===== config.mk =====
export PLATFORM = sky130hd
export DESIGN_NAME = ex_stage
export DESIGN_NICKNAME = d
export VERILOG_FILES = /design/src/source/ex_pkg.sv /design/src/source/ex_mult_if.sv /design/src/source/ex_alu.sv /design/src/source/ex_mult.sv /design/src/source/ex_pipe_ctrl.sv /design/src/source/ex_stage.sv
export SDC_FILE = /design/constraint.sdc
export NUM_CORES = 2
export LEC_CHECK = 0
export BUFFER_PORTS_ARGS = -buffer_cell sky130_fd_sc_hd__buf_2
export CORE_MARGIN = 5
export CORE_UTILIZATION = 60
export DETAILED_ROUTE_END_ITERATION = 6
export PLACE_DENSITY = 0.92
export REMOVE_ABC_BUFFERS = 1
export SLEW_MARGIN = 40
export SYNTH_ARGS = -nofsm -noshare
export SYNTH_HDL_FRONTEND = slang
export SYNTH_SLANG_ARGS = --single-unit

===== constraint.sdc =====
create_clock -name clk -period 13.12 [get_ports clk]
set_clock_uncertainty 0.2 [all_clocks]
set_input_delay 0 -clock clk [delete_from_list [all_inputs] [get_ports clk]]
set_output_delay 0 -clock clk [all_outputs]
set_load 0.01 [all_outputs]

===== src/source/ex_pkg.sv =====
////////////////////
// Execute stage shared definitions
// Data widths, word types and operation encodings
////////////////////
package ex_pkg;

  localparam int unsigned XLEN       = 32; // Data path width
  localparam int unsigned REG_ADDR_W = 6;  // Integer plus FP register banks
  localparam int unsigned SHAMT_W    = 5;  // Shift amount field of operand B

  typedef logic [XLEN-1:0]       word_t;
  typedef logic [2*XLEN-1:0]     dword_t;    // Full multiplier product
  typedef logic [REG_ADDR_W-1:0] reg_addr_t;

  ////////////////////
  // ALU operations
  ////////////////////
  typedef enum logic [4:0] {
    ALU_ADD  = 5'h00,
    ALU_SUB  = 5'h01,
    ALU_AND  = 5'h02,
    ALU_OR   = 5'h03,
    ALU_XOR  = 5'h04,
    ALU_SLT  = 5'h05, // Signed set-less-than
    ALU_SLTU = 5'h06,
    ALU_SLL  = 5'h07,
    ALU_SRL  = 5'h08,
    ALU_SRA  = 5'h09,
    // Branch compares
    ALU_EQ   = 5'h10,
    ALU_NE   = 5'h11,
    ALU_LT   = 5'h12,
    ALU_GE   = 5'h13,
    ALU_LTU  = 5'h14,
    ALU_GEU  = 5'h15
  } alu_op_e;

  ////////////////////
  // Multiplier operations
  ////////////////////
  typedef enum logic [1:0] {
    MULT_MUL   = 2'd0, // Low word, zero latency
    MULT_MULH  = 2'd1, // High word, signed x signed
    MULT_MULHU = 2'd2  // High word, unsigned x unsigned
  } mult_op_e;

endpackage


===== src/source/ex_mult_if.sv =====
////////////////////
// Multiplier link
// Operands from the stage boundary, result and stall to the control
////////////////////
interface ex_mult_if;
  import ex_pkg::*;

  logic     en;         // Multiplier instruction in EX
  mult_op_e op;
  word_t    op_a;
  word_t    op_b;
  word_t    result;
  logic     ready;      // Low while a high product is in flight
  logic     multicycle; // First cycle of MULH/MULHU
  logic     ex_ready;   // Stage accepts the result

  // Multiplier side
  modport unit (input en, op, op_a, op_b, ex_ready, output result, ready, multicycle);

  // Stage control side
  modport ctrl (input en, result, ready, output ex_ready);

  // Operand source at the stage boundary
  modport src (output en, op, op_a, op_b, input multicycle);

endinterface


===== src/source/ex_alu.sv =====
////////////////////
// Integer ALU
// Add/sub, logic, shifts, set-less-than and branch compares
////////////////////
module ex_alu (
  input  ex_pkg::alu_op_e operator_i,
  input  ex_pkg::word_t   operand_a_i,
  input  ex_pkg::word_t   operand_b_i,
  input  logic            enable_i,
  output ex_pkg::word_t   result_o,
  output logic            comparison_result_o
);
  import ex_pkg::*;

  logic [SHAMT_W-1:0] shamt;      // Low bits of B only
  word_t              adder_sum;
  word_t              result;
  logic               is_equal;
  logic               is_less_s;
  logic               is_less_u;
  logic               cmp;

  assign shamt = operand_b_i[SHAMT_W-1:0];

  ////////////////////
  // Comparator
  ////////////////////
  assign is_equal  = (operand_a_i == operand_b_i);
  assign is_less_s = ($signed(operand_a_i) < $signed(operand_b_i));
  assign is_less_u = (operand_a_i < operand_b_i);

  // Shared by branches and set-less-than
  always_comb begin
    case (operator_i)
      ALU_EQ:            cmp = is_equal;
      ALU_NE:            cmp = ~is_equal;
      ALU_LT, ALU_SLT:   cmp = is_less_s;
      ALU_GE:            cmp = ~is_less_s;
      ALU_LTU, ALU_SLTU: cmp = is_less_u;
      ALU_GEU:           cmp = ~is_less_u;
      default:           cmp = 1'b0; // Not a compare
    endcase
  end

  ////////////////////
  // Arithmetic
  ////////////////////
  always_comb begin
    if (operator_i == ALU_SUB) begin
      adder_sum = operand_a_i - operand_b_i;
    end else begin
      adder_sum = operand_a_i + operand_b_i;
    end
  end

  // Result select
  always_comb begin
    case (operator_i)
      ALU_ADD, ALU_SUB: result = adder_sum;
      ALU_AND:          result = operand_a_i & operand_b_i;
      ALU_OR:           result = operand_a_i | operand_b_i;
      ALU_XOR:          result = operand_a_i ^ operand_b_i;
      ALU_SLL:          result = operand_a_i << shamt;
      ALU_SRL:          result = operand_a_i >> shamt;
      ALU_SRA:          result = word_t'($signed(operand_a_i) >>> shamt);
      // SLT/SLTU and branch compares give 0 or 1
      default:          result = {{(XLEN-1){1'b0}}, cmp};
    endcase
  end

  ////////////////////
  // Outputs
  ////////////////////
  // Zero when idle so EX never forwards stale values
  assign result_o            = enable_i ? result : '0;
  assign comparison_result_o = enable_i & cmp;

endmodule


===== src/source/ex_mult.sv =====
////////////////////
// Integer multiplier
// MUL in one cycle, MULH/MULHU over two cycles
////////////////////
module ex_mult (
  input logic     clk,
  input logic     rst_n,
  ex_mult_if.unit mult
);
  import ex_pkg::*;

  // CALC only exists combinationally, the register holds IDLE or DONE
  typedef enum logic [1:0] {
    IDLE,
    CALC,
    DONE
  } mult_state_e;

  mult_state_e              state_q;   // Registered state
  mult_state_e              state;     // State seen this cycle
  mult_state_e              state_d;
  logic                     is_high;   // MULH or MULHU
  logic                     is_signed; // MULH sign-extends both operands
  logic                     start;
  logic signed [XLEN:0]     op_a_ext;
  logic signed [XLEN:0]     op_b_ext;
  logic signed [2*XLEN+1:0] prod_full;
  dword_t                   prod;
  dword_t                   prod_q;    // Held product for the high word

  assign is_high   = (mult.op == MULT_MULH) || (mult.op == MULT_MULHU);
  assign is_signed = (mult.op == MULT_MULH);
  assign start     = mult.en && is_high;

  ////////////////////
  // Product
  ////////////////////
  assign op_a_ext  = {is_signed & mult.op_a[XLEN-1], mult.op_a};
  assign op_b_ext  = {is_signed & mult.op_b[XLEN-1], mult.op_b};
  assign prod_full = op_a_ext * op_b_ext;
  assign prod      = prod_full[2*XLEN-1:0]; // Low 64 bits are exact

  // Capture at the end of the CALC cycle
  always_ff @(posedge clk) begin
    if (state == CALC) begin
      prod_q <= prod;
    end
  end

  ////////////////////
  // FSM
  ////////////////////
  assign state = (state_q == IDLE && start) ? CALC : state_q;

  always_comb begin
    case (state)
      CALC:    state_d = DONE;
      DONE:    state_d = mult.ex_ready ? IDLE : DONE; // Hold under back-pressure
      default: state_d = IDLE;
    endcase
  end

  always_ff @(posedge clk, negedge rst_n) begin
    if (!rst_n) begin
      state_q <= IDLE;
    end else begin
      state_q <= state_d;
    end
  end

  // Outputs
  assign mult.ready      = (state != CALC);
  assign mult.multicycle = (state == CALC);
  assign mult.result     = (state == DONE) ? prod_q[2*XLEN-1:XLEN] : prod[XLEN-1:0];

  ////////////////////
  // Checks
  ////////////////////
  // Stall only when leaving IDLE, then the register holds DONE with the high word
  assert property (@(posedge clk) disable iff (!rst_n)
    !mult.ready |-> (state_q == IDLE) ##1 (state_q == DONE && mult.ready));

  // No multicycle start without an instruction
  assert property (@(posedge clk) disable iff (!rst_n)
    $rose(mult.multicycle) |-> mult.en);

endmodule


===== src/source/ex_pipe_ctrl.sv =====
////////////////////
// Execute stage control
// Forwarding port mux, EX/WB register and ready/valid
////////////////////
module ex_pipe_ctrl (
  input  logic              clk,
  input  logic              rst_n,
  ex_mult_if.ctrl           mult,
  input  ex_pkg::word_t     alu_result_i,
  input  logic              alu_en_i,
  input  logic              csr_access_i,
  input  ex_pkg::word_t     csr_rdata_i,
  input  logic              regfile_alu_we_i,
  input  ex_pkg::reg_addr_t regfile_alu_waddr_i,
  input  logic              regfile_we_i,
  input  ex_pkg::reg_addr_t regfile_waddr_i,
  input  logic              lsu_en_i,
  input  ex_pkg::word_t     lsu_rdata_i,
  input  logic              lsu_ready_ex_i,
  input  logic              branch_in_ex_i,
  input  logic              wb_ready_i,
  output logic              regfile_alu_we_fw_o,
  output ex_pkg::reg_addr_t regfile_alu_waddr_fw_o,
  output ex_pkg::word_t     regfile_alu_wdata_fw_o,
  output logic              regfile_we_wb_o,
  output ex_pkg::reg_addr_t regfile_waddr_wb_o,
  output ex_pkg::word_t     regfile_wdata_wb_o,
  output logic              ex_ready_o,
  output logic              ex_valid_o
);
  import ex_pkg::*;

  logic      units_ready; // Nothing in EX is stalling
  logic      any_en;      // Some unit holds an instruction
  logic      we_lsu_q;
  reg_addr_t waddr_lsu_q;

  ////////////////////
  // Forwarding port
  ////////////////////
  assign regfile_alu_we_fw_o    = regfile_alu_we_i;
  assign regfile_alu_waddr_fw_o = regfile_alu_waddr_i;

  // Later assignment wins, CSR over MULT over ALU
  always_comb begin
    regfile_alu_wdata_fw_o = '0;
    if (alu_en_i) begin
      regfile_alu_wdata_fw_o = alu_result_i;
    end
    if (mult.en) begin
      regfile_alu_wdata_fw_o = mult.result;
    end
    if (csr_access_i) begin
      regfile_alu_wdata_fw_o = csr_rdata_i;
    end
  end

  ////////////////////
  // EX/WB register
  ////////////////////
  always_ff @(posedge clk, negedge rst_n) begin
    if (!rst_n) begin
      we_lsu_q <= 1'b0;
    end else if (ex_valid_o) begin
      we_lsu_q <= regfile_we_i;
    end else if (wb_ready_i) begin
      we_lsu_q <= 1'b0; // Bubble, flush the slot
    end
  end

  // Address only moves with a real write
  always_ff @(posedge clk) begin
    if (ex_valid_o && regfile_we_i) begin
      waddr_lsu_q <= regfile_waddr_i;
    end
  end

  assign regfile_we_wb_o    = we_lsu_q;
  assign regfile_waddr_wb_o = waddr_lsu_q;
  assign regfile_wdata_wb_o = lsu_rdata_i; // Load data arrives in WB

  ////////////////////
  // Handshake
  ////////////////////
  assign units_ready = mult.ready & lsu_ready_ex_i & wb_ready_i;
  assign any_en      = alu_en_i | mult.en | csr_access_i | lsu_en_i;

  // Branches resolve here and never need WB
  assign ex_ready_o = units_ready | branch_in_ex_i;
  assign ex_valid_o = any_en & units_ready;
  assign mult.ex_ready = ex_ready_o;

  // A valid handoff needs WB and lands in the register on the next edge
  assert property (@(posedge clk) disable iff (!rst_n)
    ex_valid_o |-> wb_ready_i ##1 (regfile_we_wb_o == $past(regfile_we_i)));

endmodule


===== src/source/ex_stage.sv =====
////////////////////
// Execute stage top
// ALU, multiplier and stage control behind plain ports
////////////////////
module ex_stage (
  input  logic              clk,
  input  logic              rst_n,
  // ALU
  input  ex_pkg::alu_op_e   alu_operator_i,
  input  ex_pkg::word_t     alu_operand_a_i,
  input  ex_pkg::word_t     alu_operand_b_i,
  input  ex_pkg::word_t     alu_operand_c_i,  // Jump target
  input  logic              alu_en_i,
  // Multiplier
  input  ex_pkg::mult_op_e  mult_operator_i,
  input  ex_pkg::word_t     mult_operand_a_i,
  input  ex_pkg::word_t     mult_operand_b_i,
  input  logic              mult_en_i,
  output logic              mult_multicycle_o,
  // CSR
  input  logic              csr_access_i,
  input  ex_pkg::word_t     csr_rdata_i,
  // From ID
  input  logic              regfile_alu_we_i,
  input  ex_pkg::reg_addr_t regfile_alu_waddr_i,
  input  logic              regfile_we_i,     // Passed on to WB
  input  ex_pkg::reg_addr_t regfile_waddr_i,
  // LSU
  input  logic              lsu_en_i,
  input  ex_pkg::word_t     lsu_rdata_i,
  input  logic              lsu_ready_ex_i,
  input  logic              branch_in_ex_i,
  input  logic              wb_ready_i,
  // Forwarding port
  output logic              regfile_alu_we_fw_o,
  output ex_pkg::reg_addr_t regfile_alu_waddr_fw_o,
  output ex_pkg::word_t     regfile_alu_wdata_fw_o,
  // Load/store port
  output logic              regfile_we_wb_o,
  output ex_pkg::reg_addr_t regfile_waddr_wb_o,
  output ex_pkg::word_t     regfile_wdata_wb_o,
  // To IF
  output ex_pkg::word_t     jump_target_o,
  output logic              branch_decision_o,
  // Stall
  output logic              ex_ready_o,
  output logic              ex_valid_o
);
  import ex_pkg::*;

  word_t alu_result;

  ex_mult_if mult_if ();

  // Multiplier operands straight from ID
  assign mult_if.en   = mult_en_i;
  assign mult_if.op   = mult_operator_i;
  assign mult_if.op_a = mult_operand_a_i;
  assign mult_if.op_b = mult_operand_b_i;
  assign mult_multicycle_o = mult_if.multicycle;

  assign jump_target_o = alu_operand_c_i;

  ////////////////////
  // Units
  ////////////////////
  ex_alu u_alu (
    .operator_i          (alu_operator_i),
    .operand_a_i         (alu_operand_a_i),
    .operand_b_i         (alu_operand_b_i),
    .enable_i            (alu_en_i),
    .result_o            (alu_result),
    .comparison_result_o (branch_decision_o)
  );

  ex_mult u_mult (
    .clk  (clk),
    .rst_n(rst_n),
    .mult (mult_if.unit)
  );

  ex_pipe_ctrl u_ctrl (
    .clk                   (clk),
    .rst_n                 (rst_n),
    .mult                  (mult_if.ctrl),
    .alu_result_i          (alu_result),
    .alu_en_i              (alu_en_i),
    .csr_access_i          (csr_access_i),
    .csr_rdata_i           (csr_rdata_i),
    .regfile_alu_we_i      (regfile_alu_we_i),
    .regfile_alu_waddr_i   (regfile_alu_waddr_i),
    .regfile_we_i          (regfile_we_i),
    .regfile_waddr_i       (regfile_waddr_i),
    .lsu_en_i              (lsu_en_i),
    .lsu_rdata_i           (lsu_rdata_i),
    .lsu_ready_ex_i        (lsu_ready_ex_i),
    .branch_in_ex_i        (branch_in_ex_i),
    .wb_ready_i            (wb_ready_i),
    .regfile_alu_we_fw_o   (regfile_alu_we_fw_o),
    .regfile_alu_waddr_fw_o(regfile_alu_waddr_fw_o),
    .regfile_alu_wdata_fw_o(regfile_alu_wdata_fw_o),
    .regfile_we_wb_o       (regfile_we_wb_o),
    .regfile_waddr_wb_o    (regfile_waddr_wb_o),
    .regfile_wdata_wb_o    (regfile_wdata_wb_o),
    .ex_ready_o            (ex_ready_o),
    .ex_valid_o            (ex_valid_o)
  );

endmodule


==> metrics list <==
- From synthesis to final layout, the design area changed by 3.95%.
- The synthesized netlist contains 88 unique library cells.
- Post-CTS setup-driven buffer insertion count: 0
- STA puts the critical path data required time at 12.92 ns.
- After detailed routing, the number of vias per cell comes to ~6.3.
- Number of buffers added on ports: between 200 and 250
- Global route total overflow: 0
- Share of cells above drive strength 1: about 7.0%
- Across all layers, the routed design uses 42400 vias.
* Hold-fix buffers at CTS: between 80 and 90
- Highest Clock Rate: between 100 and 150 MHz
* Longest individual stage delay on the worst path: 0.66 ns
- Syn_area_per_cell: ~8.6 µm²
- By area the synthesized netlist is led by sky130_fd_sc_hd__fa_1, sky130_fd_sc_hd__inv_1, sky130_fd_sc_hd__ha_1.
- Number of nets with antenna violations after routing: 0
- Number of pins with negative max-slew slack in the final report: 0
* Fraction of synthesized cell area taken by the top area cell type: ~46%
- Global routing consumed, over all layers together, 37.4% of the routing resources.
- Global placer's final weighted congestion: 1.07
- Pin placement for this block handled 368 I/O pins.
* Slowest library cell on the worst path: sky130_fd_sc_hd__o311ai_0
* Util after Layout: approximately 63%
- Drc violations: 3
- Clock latency on the worst-skew pair, taken at its later pin, is 0.29 ns.
* CTS max path bufs: 2
- In the synthesized netlist the dominant register cell turns out to be sky130_fd_sc_hd__edfxtp_1.
- For flop-to-flop paths, the worst setup slack is 9.38 ns.
- Counting instances, the worst hold path has a depth of 2.
- The checks that failed: design-rule violations.
* Reg-to-Reg Start: u_mult.state_q[1]
* Setup-failing EPs final: 0
* Synthesized netlist cell count: 5737
- Outcome: finished with violations
* Hold path startpoint: regfile_we_i
* Height of the die: 297 µm
- Flop and latch count out of synthesis: 40
- CTS HTree Levels: 2
* Initial antenna violation count: 1
- DRT iter0 DRCs: between 5000 and 6000
* RSZ-0062 raised after global routing: no
* Cell type with the largest total area after synthesis: sky130_fd_sc_hd__fa_1
* CTS Root Cell: sky130_fd_sc_hd__clkbuf_16
- After floorplanning, the core was divided into 105 placement rows.
- Via count of the first global-routing pass: 45500
- For this configuration, the core starts out at a cell density of 60.3%.
- TritonCTS built the clock tree.
- Data arrival, critical path: between 8 and 9 ns
- First-pass detailed-route iteration total: 7
- Final critical delay including setup and external delays: just under 9 ns
* Largest driver fanout on the critical path: 33
- For the pin with the worst max-slew slack, the measured transition is 0.924 ns.
* Final WL: roughly 160 mm
- Once detailed placement completed, the half-perimeter wirelength came to between 100 and 150 mm.
- Number of buffers inserted during clock tree synthesis: 5
* Count of flip-flops with a built-in enable after synthesis: 38
* Category of the critical setup timing path: in -> out
- STA classifies the critical path startpoint as an input port.
- Seq/Total Area, Yosys: 2.42%
- Yosys printed 0 warnings.
* Count of cells along the worst register-to-register path: 8
- Detail-routed net length per standard cell: approximately 24 µm
* Total Die Area: 87900 µm²
* Post-synthesis async set-or-reset flop share: 5.00%
- The path class of the tightest hold or removal check is in -> reg.
* Worst hold endpoint: u_ctrl.regfile_waddr_wb_o[0]
- Clock transition at the registers of the reported paths: 0.06 ns
- Final Hold Violating Endpoints: 0
- End of the worst register-to-register path: u_mult.state_q[1]
- Slew headroom: 37.8%
- Fin Setup TNS: 0 ns
- The worst setup path is captured at an output port.
- Post-cts resize count: 0
* Post-Syn Area: about 49000 µm²
* Max-cap viol count: 0
- Among the stages of the critical path, the cell type that occurs most often is sky130_fd_sc_hd__fa_1.
- The tree built by TritonCTS fans out to 40 sinks.
* Core region area: 81700 µm²
- At the end of the flow, the number of nets in the layout was 7379.
- Part of the cycle the worst path needs: 67.1%
- Global-route wire length before repair: 255 mm
- Largest net degree at the start of global routing: 64
- Die width: 297 µm
## cell usage in the layout (no fill, tap or decap), types with 21 or more instances in the layout
cell type                       instances
sky130_fd_sc_hd__edfxtp_1              38
sky130_fd_sc_hd__ha_1                 310
sky130_fd_sc_hd__mux4_2                62
sky130_fd_sc_hd__buf_2                219
sky130_fd_sc_hd__mux2i_1               46
sky130_fd_sc_hd__and3_1                31
sky130_fd_sc_hd__o211ai_1              23
sky130_fd_sc_hd__a211oi_1              44
sky130_fd_sc_hd__buf_4                 41
sky130_fd_sc_hd__inv_1               1298
sky130_fd_sc_hd__o21bai_1              25
sky130_fd_sc_hd__dlygate4sd3_1         83
sky130_fd_sc_hd__fa_1                1126
sky130_fd_sc_hd__a221oi_1              22
sky130_fd_sc_hd__xor2_1                21
sky130_fd_sc_hd__o21ai_0              138
sky130_fd_sc_hd__and2_1               277
sky130_fd_sc_hd__a21o_1                50
sky130_fd_sc_hd__a21oi_1              176
sky130_fd_sc_hd__nand2_1              918
sky130_fd_sc_hd__nor3_1                43
sky130_fd_sc_hd__xnor2_1               68
sky130_fd_sc_hd__nand3_1               46
sky130_fd_sc_hd__nor2_1               214
## how the worst max path moves through the flow
stage                               startpoint                         end  slack, ns  cells after the start
after global placement      mult_operator_i[1]           u_mult.prod_q[62]       4.60                     29
after CTS                  mult_operand_b_i[6]  regfile_alu_wdata_fw_o[27]       4.41                     27
after global routing      mult_operand_a_i[17]  regfile_alu_wdata_fw_o[27]       4.02                     27
final                     mult_operand_a_i[18]  regfile_alu_wdata_fw_o[27]       4.32                     27
after floorplan             mult_operator_i[1]           u_mult.prod_q[62]       5.39                     24
after detailed placement    mult_operator_i[1]           u_mult.prod_q[62]       4.35                     26
## worst max-delay path: cells and delay by family
kind	cells	cell delay, ns
AOI/OAI and AO/OA	8	2.35
adders and majority gates	9	4.41
buffers and inverters	7	1.05
muxes	1	0.21
and+or+nand+nor	2	0.58
## registers in the layout, indices dropped and copies added, names as in the netlist
signal and count:
u_mult.prod_q 32, u_ctrl.regfile_waddr_wb_o 6, u_ctrl.regfile_we_wb_o 1, u_mult.state_q 1
## cell families (layout without fill, tap and decap cells)
kind of cell    after synthesis  after routing  share of synthesized area, %
xor+xnor                     89             89                          1.58
buf+inv                    1703           1655                          13.7
mux                         123            123                          4.11
flops                        40             40                          2.42
compound gates              689            689                          9.25
fa+ha+maj                  1437           1437                          53.7
other cells                   0              2                             0
simple gates               1656           1656                          15.2
## Yosys cell counts, types with 12 or more instances
cell type and instances:
sky130_fd_sc_hd__inv_1 1298, sky130_fd_sc_hd__fa_1 1127, sky130_fd_sc_hd__nand2_1 918, sky130_fd_sc_hd__ha_1 310, sky130_fd_sc_hd__clkbuf_1 290, sky130_fd_sc_hd__and2_1 277
sky130_fd_sc_hd__nor2_1 217, sky130_fd_sc_hd__a21oi_1 176, sky130_fd_sc_hd__o21ai_0 142, sky130_fd_sc_hd__buf_4 75, sky130_fd_sc_hd__xnor2_1 68, sky130_fd_sc_hd__mux4_2 62
sky130_fd_sc_hd__a21o_1 50, sky130_fd_sc_hd__mux2i_1 46, sky130_fd_sc_hd__nand3_1 46, sky130_fd_sc_hd__a211oi_1 44, sky130_fd_sc_hd__nor3_1 44, sky130_fd_sc_hd__edfxtp_1 38
sky130_fd_sc_hd__and3_1 32, sky130_fd_sc_hd__o21bai_1 25, sky130_fd_sc_hd__o211ai_1 23, sky130_fd_sc_hd__a221oi_1 22, sky130_fd_sc_hd__xor2_1 21, sky130_fd_sc_hd__nor2b_1 19
sky130_fd_sc_hd__a31oi_1 18, sky130_fd_sc_hd__o31ai_1 18, sky130_fd_sc_hd__a22oi_1 17, sky130_fd_sc_hd__or3_1 17, sky130_fd_sc_hd__or2_2 16, sky130_fd_sc_hd__buf_1 15
sky130_fd_sc_hd__mux2_2 15, sky130_fd_sc_hd__nand2b_1 15, sky130_fd_sc_hd__nor4_1 15, sky130_fd_sc_hd__o21a_1 15, sky130_fd_sc_hd__o22ai_1 15, sky130_fd_sc_hd__a311oi_1 13
sky130_fd_sc_hd__buf_2 13, sky130_fd_sc_hd__o221ai_1 13, sky130_fd_sc_hd__a2bb2oi_1 12
## area by class of cell
type	count	area, µm²
clock inverter	3	47.5
tap	1070	1340
inverter	1301	4880
sequential	40	1190
timing repair buffer	346	2280
fill	6315	30500
clock buffer	5	125
antenna	2	5.00
multi-input combinational	3994	41300
## per-layer routing
metal	track usage, %	up-vias	wire (µm)
met2	58.9	3274	74200
li1	-	17300	-
met4	18.8	0	10800
met1	48.8	21000	57200
met3	9.31	816	20800
met5	0	-	0
## per-stage QoR
step	std cells	hold slack, ns	setup slack (ns)	instance area [µm²]
floorplan	5335	-0.496	5.39	47400
global placement	6665	-0.414	4.60	50100
detailed placement	6666	-0.411	4.35	50200
CTS	6757	0.0215	4.41	51200
global route	6759	0.0691	4.02	51200
finish	6761	0.0459	4.32	51200
Power is not shown: default switching activity piles up to over one toggle a cycle in this logic, so the estimate is an artifact.
